[config.mk]
export PLATFORM = sky130hd
export DESIGN_NAME = exec_core
export DESIGN_NICKNAME = d
export VERILOG_FILES = /design/src/hw/exec_pkg.sv /design/src/hw/barrel_shifter.sv /design/src/hw/exec_alu.sv /design/src/hw/reg_file.sv /design/src/hw/ldst_reg_pop.sv /design/src/hw/exec_control.sv /design/src/hw/exec_core.sv
export VERILOG_INCLUDE_DIRS = /design/src /design/src/hw
export SDC_FILE = /design/constraint.sdc
export NUM_CORES = 2
export LEC_CHECK = 0
export BUFFER_PORTS_ARGS = -buffer_cell sky130_fd_sc_hd__buf_2
export CAP_MARGIN = 20
export CORE_MARGIN = 2
export CORE_UTILIZATION = 40
export CTS_CLUSTER_DIAMETER = 100
export DETAILED_ROUTE_END_ITERATION = 8
export GPL_TIMING_DRIVEN = 0
export MAX_ROUTING_LAYER = met4
export PLACE_DENSITY = 0.61
export SLEW_MARGIN = 0
export SYNTH_ARGS = -nofsm -noshare
export SYNTH_HDL_FRONTEND = slang
export SYNTH_SLANG_ARGS = --single-unit
[constraint.sdc]
create_clock -name clk -period 13.75 [get_ports clk]
set_clock_uncertainty 0.15 [all_clocks]
set_input_delay 3.4375 -clock clk [delete_from_list [all_inputs] [get_ports clk]]
set_output_delay 3.4375 -clock clk [all_outputs]
set_load 0.03 [all_outputs]
[src/hw/exec_settings.svh]
`ifndef EXEC_SETTINGS_SVH
`define EXEC_SETTINGS_SVH

// Link register and program counter
`define R14 4'd14
`define R15 4'd15

// Undefined instruction vector, word address
`define EXC_UNDEF_VECTOR 30'd1

// What a read of R15 sees past the instruction address
`define PC_AHEAD 32'd8

`endif

[src/hw/exec_pkg.sv]
package exec_pkg;

	typedef logic [31:0] word;
	typedef logic [29:0] ptr;      // Word address
	typedef logic [3:0]  reg_num;
	typedef logic [15:0] reg_list;

	typedef struct packed {
		logic n;
		logic z;
		logic c;
		logic v;
	} psr_flags;

	// ARM data-processing opcode order
	typedef enum logic [3:0] {
		ALU_AND, ALU_EOR, ALU_SUB, ALU_RSB,
		ALU_ADD, ALU_ADC, ALU_SBC, ALU_RSC,
		ALU_TST, ALU_TEQ, ALU_CMP, ALU_CMN,
		ALU_ORR, ALU_MOV, ALU_BIC, ALU_MVN
	} alu_op;

	typedef enum logic [1:0] {
		SHIFT_LSL,
		SHIFT_LSR,
		SHIFT_ASR,
		SHIFT_ROR
	} shift_kind;

	typedef struct packed {
		shift_kind  kind;
		logic [7:0] amount;
		logic       c_in;
	} shifter_control;

	typedef enum logic [2:0] {
		ISSUE,
		EXECUTE,
		REG_SHIFT,
		TRANSFER,
		BASE_WRITEBACK,
		EXCEPTION
	} ctrl_cycle;

	typedef struct packed {
		logic        execute;
		logic        undefined;
		logic        is_branch;
		logic [23:0] offset;       // Branch offset in words
		alu_op       op;
		reg_num      rn;
		reg_num      rd;
		reg_num      rm;
		reg_num      rs;
		logic        snd_is_imm;
		logic [11:0] imm12;
		logic        shift_by_reg;
		shift_kind   shift;
		logic [4:0]  shift_imm;
		logic        update_flags;
		logic        writeback;
		logic        ldst_enable;
		logic        load;
		logic        pre_indexed;
		logic        increment;
		logic        base_writeback;
		logic        block;        // LDM/STM
		reg_list     regs;
	} insn_decode;

	typedef struct packed {
		ptr   addr;
		word  wdata;
		logic write;
	} mem_req;

	typedef struct packed {
		logic   valid;
		reg_num rd;
		word    value;
	} wb_port;

endpackage

[src/hw/barrel_shifter.sv]
module barrel_shifter (
	input  exec_pkg::word            value,
	input  exec_pkg::shifter_control ctrl,
	output exec_pkg::word            q,
	output logic                     c_out
);
	import exec_pkg::*;

	logic [4:0]  amt;
	logic [63:0] rot;
	logic        in_range;

	assign amt = ctrl.amount[4:0];
	assign in_range = ctrl.amount < 8'd32;
	assign rot = {value, value} >> amt;

	always_comb begin
		q = value;
		c_out = ctrl.c_in;  // Amount 0 keeps the carry

		if (ctrl.amount != 8'd0) begin
			unique case (ctrl.kind)
				SHIFT_LSL: begin
					if (in_range) begin
						q = value << amt;
						c_out = value[32 - amt];
					end else begin
						q = '0;
						c_out = ctrl.amount == 8'd32 ? value[0] : 1'b0;
					end
				end
				SHIFT_LSR: begin
					if (in_range) begin
						q = value >> amt;
						c_out = value[amt - 1];
					end else begin
						q = '0;
						c_out = ctrl.amount == 8'd32 ? value[31] : 1'b0;
					end
				end
				SHIFT_ASR: begin
					if (in_range) begin
						q = $signed(value) >>> amt;
						c_out = value[amt - 1];
					end else begin
						q = {32{value[31]}};  // Sign fill
						c_out = value[31];
					end
				end
				SHIFT_ROR: begin
					q = rot[31:0];
					c_out = rot[31];  // Multiple of 32 gives bit 31
				end
			endcase
		end
	end

endmodule

[src/hw/exec_alu.sv]
module exec_alu (
	input  exec_pkg::alu_op    op,
	input  exec_pkg::word      a,
	input  exec_pkg::word      b,
	input  logic               c_in,
	output exec_pkg::word      q,
	output exec_pkg::psr_flags flags
);
	import exec_pkg::*;

	word         x, y;
	logic        cy, arith;
	logic [32:0] sum;

	// Adder operands, subtraction as x + ~y + 1
	always_comb begin
		x = a;
		y = b;
		cy = 1'b0;
		arith = 1'b1;
		unique case (op)
			ALU_SUB, ALU_CMP: begin
				y = ~b;
				cy = 1'b1;
			end
			ALU_RSB: begin
				x = b;
				y = ~a;
				cy = 1'b1;
			end
			ALU_ADD, ALU_CMN: ;
			ALU_ADC: cy = c_in;
			ALU_SBC: begin
				y = ~b;
				cy = c_in;
			end
			ALU_RSC: begin
				x = b;
				y = ~a;
				cy = c_in;
			end
			default: arith = 1'b0;
		endcase
	end

	assign sum = {1'b0, x} + {1'b0, y} + {32'd0, cy};

	always_comb begin
		unique case (op)
			ALU_AND, ALU_TST: q = a & b;
			ALU_EOR, ALU_TEQ: q = a ^ b;
			ALU_ORR:          q = a | b;
			ALU_MOV:          q = b;
			ALU_BIC:          q = a & ~b;
			ALU_MVN:          q = ~b;
			default:          q = sum[31:0];
		endcase

		flags.n = q[31];
		flags.z = q == '0;
		flags.c = arith ? sum[32] : c_in;  // Shifter carry for logical ops
		flags.v = arith && x[31] == y[31] && sum[31] != x[31];
	end

endmodule

[src/hw/reg_file.sv]
module reg_file (
	input  logic              clk,
	input  logic              rst_n,
	input  exec_pkg::reg_num  ra,
	input  exec_pkg::reg_num  rb,
	input  exec_pkg::reg_num  rs,
	input  exec_pkg::wb_port  wb,
	output exec_pkg::word     ra_value,
	output exec_pkg::word     rb_value,
	output exec_pkg::word     rs_value
);
	import exec_pkg::*;

	word regs [16];

	always_ff @(posedge clk) begin
		if (!rst_n)
			regs <= '{default: '0};
		else if (wb.valid)
			regs[wb.rd] <= wb.value;
	end

	// Write-first, a same-cycle write is seen by the reader
	assign ra_value = (wb.valid && wb.rd == ra) ? wb.value : regs[ra];
	assign rb_value = (wb.valid && wb.rd == rb) ? wb.value : regs[rb];
	assign rs_value = (wb.valid && wb.rd == rs) ? wb.value : regs[rs];

endmodule

[src/hw/ldst_reg_pop.sv]
module ldst_reg_pop (
	input  exec_pkg::reg_list regs,
	output logic              valid,
	output exec_pkg::reg_num  pop_lower,
	output exec_pkg::reg_num  pop_upper,
	output exec_pkg::reg_list next_lower,
	output exec_pkg::reg_list next_upper
);
	import exec_pkg::*;

	assign valid = |regs;

	always_comb begin
		pop_lower = '0;
		pop_upper = '0;

		// Last hit wins, so scan toward the wanted end
		for (int i = 15; i >= 0; i--)
			if (regs[i])
				pop_lower = reg_num'(i);
		for (int i = 0; i < 16; i++)
			if (regs[i])
				pop_upper = reg_num'(i);

		next_lower = regs;
		next_lower[pop_lower] = 1'b0;
		next_upper = regs;
		next_upper[pop_upper] = 1'b0;
	end

	always_comb begin
		if (valid)
			assert (pop_lower <= pop_upper);
	end

endmodule

[src/hw/exec_control.sv]
`include "exec_settings.svh"

module exec_control (
	input  logic                     clk,
	input  logic                     rst_n,
	input  logic                     issue_valid,
	input  exec_pkg::insn_decode     dec,
	input  exec_pkg::ptr             pc,
	input  exec_pkg::psr_flags       flags,
	input  exec_pkg::word            ra_value,
	input  exec_pkg::word            rb_value,
	input  exec_pkg::word            rs_value,
	input  exec_pkg::word            shift_q,
	input  exec_pkg::word            alu_q,
	input  logic                     shift_c,
	input  exec_pkg::psr_flags       alu_flags,
	input  logic                     mem_ready,
	input  exec_pkg::word            mem_rdata,
	input  exec_pkg::reg_num         pop_lower,
	input  exec_pkg::reg_num         pop_upper,
	input  exec_pkg::reg_list        next_lower,
	input  exec_pkg::reg_list        next_upper,
	input  logic                     pop_valid,
	output logic                     stall,
	output exec_pkg::reg_num         ra,
	output exec_pkg::reg_num         rb,
	output exec_pkg::reg_num         rs,
	output exec_pkg::shifter_control shifter,
	output exec_pkg::word            shift_in,
	output exec_pkg::alu_op          alu,
	output exec_pkg::word            alu_a,
	output exec_pkg::word            alu_b,
	output logic                     c_in,
	output exec_pkg::wb_port         wb,
	output logic                     update_flags,
	output exec_pkg::psr_flags       wb_flags,
	output logic                     branch,
	output exec_pkg::ptr             branch_target,
	output logic                     mem_start,
	output exec_pkg::mem_req         mem_req,
	output exec_pkg::reg_list        mem_list
);
	import exec_pkg::*;

	ctrl_cycle  cycle;
	insn_decode d;
	ptr         pc_l;
	psr_flags   flags_l, cur_flags, pend_flags;
	word        saved_base, pend_value, pc_visible, rn_val, rm_val, rs_val;
	reg_num     xfer_rd, pend_rd, popped;
	reg_list    next_list;
	ptr         next_addr;
	logic       shifted_c, pend_wb, pend_upd, logical;

	assign stall = cycle != ISSUE;
	assign pc_visible = {pc_l, 2'b00} + `PC_AHEAD;

	assign popped = d.increment ? pop_lower : pop_upper;
	assign next_list = d.increment ? next_lower : next_upper;
	assign next_addr = d.pre_indexed ? alu_q[31:2] : alu_a[31:2];

	// Store data comes through the rs port during transfers
	assign ra = d.rn;
	assign rb = d.rm;
	assign rs = !d.ldst_enable ? d.rs : (d.block ? popped : d.rd);

	assign rn_val = ra == `R15 ? pc_visible : ra_value;
	assign rm_val = rb == `R15 ? pc_visible : rb_value;
	assign rs_val = rs == `R15 ? pc_visible : rs_value;

	// Flags still in flight from the previous instruction
	assign cur_flags = pend_upd ? pend_flags : (update_flags ? wb_flags : flags);

	always_comb begin
		unique case (d.op)
			ALU_AND, ALU_EOR, ALU_TST, ALU_TEQ,
			ALU_ORR, ALU_MOV, ALU_BIC, ALU_MVN: logical = 1'b1;
			default:                            logical = 1'b0;
		endcase
	end

	always_comb begin
		shift_in = d.snd_is_imm ? {20'b0, d.imm12} : rm_val;
		shifter.kind = d.shift;
		shifter.amount = {3'b000, d.shift_imm};
		shifter.c_in = flags_l.c;
		if ((d.shift == SHIFT_LSR || d.shift == SHIFT_ASR) && d.shift_imm == 5'd0)
			shifter.amount = 8'd32;
		if (d.snd_is_imm) begin
			shifter.kind = SHIFT_LSL;  // Immediate passes straight through
			shifter.amount = 8'd0;
		end

		unique case (cycle)
			REG_SHIFT: begin
				shift_in = rm_val;
				shifter.kind = d.shift;
				shifter.amount = rs_val[7:0];
			end
			EXECUTE: begin
				if (d.shift_by_reg && !d.snd_is_imm) begin
					shift_in = saved_base;
					shifter.kind = SHIFT_LSL;
					shifter.amount = 8'd0;
					shifter.c_in = shifted_c;
				end
			end
			default: ;
		endcase
	end

	always_comb begin
		alu = d.op;
		alu_a = rn_val;
		alu_b = shift_q;
		c_in = logical ? shift_c : flags_l.c;

		unique case (cycle)
			EXECUTE: begin
				if (d.ldst_enable) begin
					alu = d.increment ? ALU_ADD : ALU_SUB;
					if (d.block)
						alu_b = 32'd4;
				end
			end
			TRANSFER: begin
				alu = d.increment ? ALU_ADD : ALU_SUB;
				alu_a = saved_base;
				alu_b = 32'd4;
			end
			EXCEPTION: begin
				alu = ALU_ADD;  // Return address for R14
				alu_a = {pc_l, 2'b00};
				alu_b = 32'd4;
			end
			default: ;
		endcase
	end

	always_ff @(posedge clk) begin
		if (!rst_n) begin
			cycle <= ISSUE;
			wb <= '0;
			wb_flags <= '0;
			update_flags <= 1'b0;
			branch <= 1'b0;
			mem_start <= 1'b0;
			pend_wb <= 1'b0;
			pend_upd <= 1'b0;
		end else begin
			wb.valid <= 1'b0;
			update_flags <= 1'b0;
			branch <= 1'b0;
			mem_start <= 1'b0;

			unique case (cycle)
				ISSUE: begin
					wb.valid <= pend_wb;
					wb.rd <= pend_rd;
					wb.value <= pend_value;
					update_flags <= pend_upd;
					wb_flags <= pend_flags;
					pend_wb <= 1'b0;
					pend_upd <= 1'b0;

					if (issue_valid && dec.execute) begin
						d <= dec;
						pc_l <= pc;
						flags_l <= cur_flags;
						mem_list <= dec.regs;
						branch_target <= dec.undefined ? `EXC_UNDEF_VECTOR
							: pc + 30'd2 + {{6{dec.offset[23]}}, dec.offset};

						if (dec.undefined)
							cycle <= EXCEPTION;
						else if (dec.shift_by_reg && !dec.snd_is_imm && !dec.is_branch
							&& !dec.ldst_enable)
							cycle <= REG_SHIFT;
						else
							cycle <= EXECUTE;
					end
				end

				REG_SHIFT: begin
					saved_base <= shift_q;
					shifted_c <= shift_c;
					cycle <= EXECUTE;
				end

				EXECUTE: begin
					if (d.is_branch) begin
						branch <= 1'b1;
						cycle <= ISSUE;
					end else if (d.ldst_enable) begin
						mem_start <= !d.block || pop_valid;
						mem_req.addr <= next_addr;
						mem_req.wdata <= rs_val;
						mem_req.write <= !d.load;
						saved_base <= (d.block && !pop_valid) ? alu_a : alu_q;
						xfer_rd <= d.block ? popped : d.rd;
						mem_list <= d.block ? next_list : '0;  // Single transfer has no list

						if (!d.block || pop_valid)
							cycle <= TRANSFER;
						else
							cycle <= d.base_writeback ? BASE_WRITEBACK : ISSUE;
					end else begin
						pend_wb <= d.writeback;
						pend_upd <= d.update_flags;
						pend_rd <= d.rd;
						pend_value <= alu_q;
						// Logical ops leave V alone
						pend_flags <= '{n: alu_flags.n, z: alu_flags.z, c: alu_flags.c,
							v: logical ? flags_l.v : alu_flags.v};
						cycle <= ISSUE;
					end
				end

				TRANSFER: begin
					if (mem_ready) begin
						wb.valid <= !mem_req.write;
						wb.rd <= xfer_rd;
						wb.value <= mem_rdata;

						if (pop_valid) begin
							mem_start <= 1'b1;
							mem_req.addr <= next_addr;
							mem_req.wdata <= rs_val;
							saved_base <= alu_q;
							xfer_rd <= popped;
							mem_list <= next_list;
						end else
							cycle <= d.base_writeback ? BASE_WRITEBACK : ISSUE;
					end
				end

				BASE_WRITEBACK: begin
					wb.valid <= 1'b1;
					wb.rd <= d.rn;
					wb.value <= saved_base;
					cycle <= ISSUE;
				end

				EXCEPTION: begin
					wb.valid <= 1'b1;
					wb.rd <= `R15;
					wb.value <= {`EXC_UNDEF_VECTOR, 2'b00};
					branch <= 1'b1;
					pend_wb <= 1'b1;  // R14 follows one cycle later
					pend_rd <= `R14;
					pend_value <= alu_q;
					pend_upd <= 1'b0;
					cycle <= ISSUE;
				end

				default: cycle <= ISSUE;
			endcase
		end
	end

	// Request must not move while memory has not answered
	assert property (@(posedge clk) disable iff (!rst_n)
		cycle == TRANSFER && !mem_ready |=> $stable(mem_req));

	// Memory answers only while a request is open
	assert property (@(posedge clk) disable iff (!rst_n)
		mem_ready |-> cycle == TRANSFER);

endmodule

[src/hw/exec_core.sv]
module exec_core (
	input  logic                 clk,
	input  logic                 rst_n,
	input  logic                 issue_valid,
	input  exec_pkg::insn_decode dec,
	input  exec_pkg::ptr         pc,
	input  logic                 mem_ready,
	input  exec_pkg::word        mem_rdata,
	output logic                 stall,
	output exec_pkg::wb_port     wb,
	output exec_pkg::psr_flags   flags,
	output logic                 branch,
	output exec_pkg::ptr         branch_target,
	output logic                 mem_start,
	output exec_pkg::mem_req     mem_req
);
	import exec_pkg::*;

	reg_num         ra, rb, rs, pop_lower, pop_upper;
	word            ra_value, rb_value, rs_value, shift_in, shift_q, alu_a, alu_b, alu_q;
	shifter_control shifter;
	alu_op          alu;
	psr_flags       alu_flags, wb_flags;
	reg_list        mem_list, next_lower, next_upper;
	logic           shift_c, c_in, update_flags, pop_valid;

	always_ff @(posedge clk) begin
		if (!rst_n)
			flags <= '0;
		else if (update_flags)
			flags <= wb_flags;
	end

	exec_control i_exec_control (.*);

	barrel_shifter i_barrel_shifter (
		.value(shift_in),
		.ctrl(shifter),
		.q(shift_q),
		.c_out(shift_c)
	);

	exec_alu i_exec_alu (
		.op(alu),
		.a(alu_a),
		.b(alu_b),
		.c_in,
		.q(alu_q),
		.flags(alu_flags)
	);

	reg_file i_reg_file (.*);

	ldst_reg_pop i_ldst_reg_pop (
		.regs(mem_list),
		.valid(pop_valid),
		.pop_lower,
		.pop_upper,
		.next_lower,
		.next_upper
	);

endmodule

==> run metrics <==
final setup vio count 1; final hold vios 0; Initial Util 0.403; CTS root buf clkbuf_16; Slew headroom 0.0790; WHS Path Cells 2; GRT Util Overall 0.569; master of the slowest instance on the critical path edfxtp_1; TritonCTS clock tree done; reg2reg setup slack -0.35 ns; Worst R2R Path Depth 37; final net count roughly 8000; Die W between 300 and 400 microns; drt pass-1 iters 9; FF-to-FF End i_exec_control.pend_flags[2]; Vias 71300; Post-CTS Hold Fix Bufs 0; total die area 0.154 sq mm; WHS Endpoint i_exec_control.wb_flags[3]; synthesized area 0.0605 sq mm; Sinks on Clock Net about 830; Mean Syn Cell Area 8.49 sq um; clk_lat worst skew 0.79 ns; total CTS buffers a little under 100; fmax 70.9 MHz; GR Overflow Total 0; EDFF count, synth 268; first-pass GRT wire length 576 mm; sequential-to-total area share from yosys stat 0.320; worst hold start i_exec_control.wb_flags[3]; setup TNS -0.350 ns; most frequent cell on the critical path o21ai_0; Area Overhead vs Synth 17.8%; initial antenna violation count 60; H-tree levels 3; Synth Register Bits 834; PD cells 112 mW/mm^2; Initial DRC Count 13200; detailed-route vias per instance 7.24; Finished Layout Cells 9849; CP Max Fanout 11; hpwl dp 342 mm; HP Class reg -> reg; Placement Rows 142; Final WS setup -0.350 ns; gpl congestion roughly 1.2; Pins Over Slew Limit 0; peak supply drop ~0.14 mV; Cell variety after synth 108; r2r startpoint i_exec_control.rb[3]; minimum clock period 14.10 ns; WP data required 14.10 ns; port bufs 293; max_cap viols 0; Fin Hold WS 0.331 ns; Total Power 7980 uW; CP Launch Type flop; DRC Markers 7; Final ANT Viol Nets 0; net count after synthesis 7408; vias in the first global route 64800; CTS Buffer Depth 3; element type at the critical path end flop; asr flop ratio synth 0; CTS clk-pin slew, worst paths 0.06 ns; Setup WS pre-CTS -4.34 ns; Final period util 1.03; kind of critical path reg -> reg; Synth Warn # 0; top_reg_cell synth dfxtp_1; dpl cells 9562; routed wire length 438 mm; Fill cells 14700; Crit path largest cell delay between 1 and 1.5 ns; fraction of layout cells with a size suffix above 1 0.169; # IOs approximately 300; failing checks design-rule violations, negative setup slack; Syn Inst Count 7124; actual slew at the worst max-slew pin 1.38 ns; Leakage 0.0246 uW; DR WL/cell about 44 microns; die height roughly 390 microns; outcome finished with violations; largest net degree at the start of global routing 34; core box area 0.150 sq mm; arrival time at the worst endpoint 14.45 ns
## critical path, delay by kind of cell (launching register included)
family          cells  cell delay, ns
buf+inv             5            2.57
xor+xnor            1            0.15
simple gates        9            2.36
fa+ha+maj           1            0.23
compound gates     20            6.60
flops               1            1.02
mux                 1            0.66
## worst max path at each step
stage | from | end | slack (ns) | cells after the start
after floorplan | i_exec_control.mem_list[7] | i_exec_control.pend_flags[2] | 1.79 | 49
after CTS | i_exec_control.ra[1] | i_exec_control.pend_flags[2] | 0.02 | 34
after global routing | i_exec_control.mem_list[3] | i_exec_control.pend_flags[2] | -0.02 | 46
after global placement | i_exec_control.rb[3] | i_exec_control.pend_flags[2] | -4.94 | 41
after detailed placement | i_exec_control.d[18] | i_exec_control.pend_flags[2] | -4.34 | 50
final | i_exec_control.rb[3] | i_exec_control.pend_flags[2] | -0.35 | 37
## power breakdown
| part | leakage [uW] | internal, uW | total (uW) | switching (uW) |
|---|---|---|---|---|
| combinational | 0.0159 | 656 | 2400 | 1740 |
| clock | 0.00167 | 1620 | 2880 | 1260 |
| sequential | 0.00701 | 2620 | 2710 | 84.1 |
## layout make-up
cell class              instances  area, sq um  share of cell area
multi-input cells            5551        38900               0.546
flip-flops and latches        834        19400               0.272
repair buffers                478         3720              0.0523
plain buffers                 635         2770              0.0389
clock buffers                 129         2740              0.0385
well taps                    2016         2520              0.0354
clock inverters                54          697             0.00979
inverters                      89          337             0.00473
diodes                         63          158             0.00221
## layer usage
metal	routed length, microns	up-vias	share of wire	GRT usage
li1	-	27500	-	-
met1	141000	33900	0.32	0.599
met2	175000	7125	0.40	0.779
met3	63000	2658	0.14	0.241
met4	59200	0	0.14	0.573
met5	0	-	0	-
## placed cells by master, fill, tap and decap left out, types with 26 or more instances in the layout
cell / instances
edfxtp_1: 268
clkbuf_2: 38
buf_8: 65
ha_1: 122
mux4_2: 301
a221oi_1: 48
dfxtp_1: 566
nand2_1: 1698
o22ai_1: 26
and3_1: 64
o211ai_1: 55
clkbuf_16: 99
and2_1: 26
a22oi_1: 63
mux2i_1: 217
a211oi_1: 178
diode_2: 63
a222oi_1: 41
buf_2: 351
clkbuf_1: 462
a31oi_1: 58
nor2_1: 378
a311oi_1: 41
nor2b_1: 64
a21o_1: 32
nor3_1: 127
a221o_1: 41
buf_4: 89
inv_1: 86
o211a_1: 26
buf_6: 35
a21boi_0: 525
a21oi_1: 339
o31ai_1: 29
buf_1: 49
xnor2_1: 53
mux2_2: 69
nand3_1: 212
xor2_1: 32
o21ai_0: 204
## per-stage QoR
stage	utilization	area (sq um)
floorplan	-	60500
global placement	0.430	64500
detailed placement	0.443	66400
CTS	0.469	70300
global route	0.475	71200
finish	0.475	71200
## registers in the layout (all words and copies together), names as in the netlist, 16 cells and up
register and cells:
i_exec_control.mem_list 16, i_reg_file.regs 512, i_exec_control.pend_value 32, i_exec_control.d 42
i_exec_control.mem_req 63, i_exec_control.wb 37, i_exec_control.saved_base 32, i_exec_control.branch_target 30
i_exec_control.pc_l 30
## what timing repair did
action	4_1_cts	5_1_grt
pin swaps	10	11
buffers inserted	14	14
hold endpoints to repair	0	0
resized for setup	104	93
endpoints found under the setup margin	84	10
## synthesized netlist by cell type, types with 67 or more instances
cell type     n  area, sq um
a211oi_1    192         1440
a21boi_0    525         3940
a21oi_1     345         1730
a221oi_1     72          631
clkbuf_1    499         1870
dfxtp_1     566        11300
edfxtp_1    268         8050
ha_1        123         1540
inv_1        86          323
mux2_2       70          788
mux2i_1     218         2180
mux4_2      301         6780
nand2_1    1702         6390
nand3_1     214         1070
nor2_1      390         1460
nor2b_1      67          419
nor3_1      131          656
o21ai_0     209         1050
## cell families after synthesis
kind of cell / synth area share
and+or+nand+nor: 0.191
AOI/OAI and AO/OA: 0.238
DFF: 0.320
buffers and inverters: 0.0491
muxes: 0.162
adders and majority gates: 0.0264
xor gates and xnor gates: 0.0129
No activity file was read; power rests on OpenSTA's default activity.
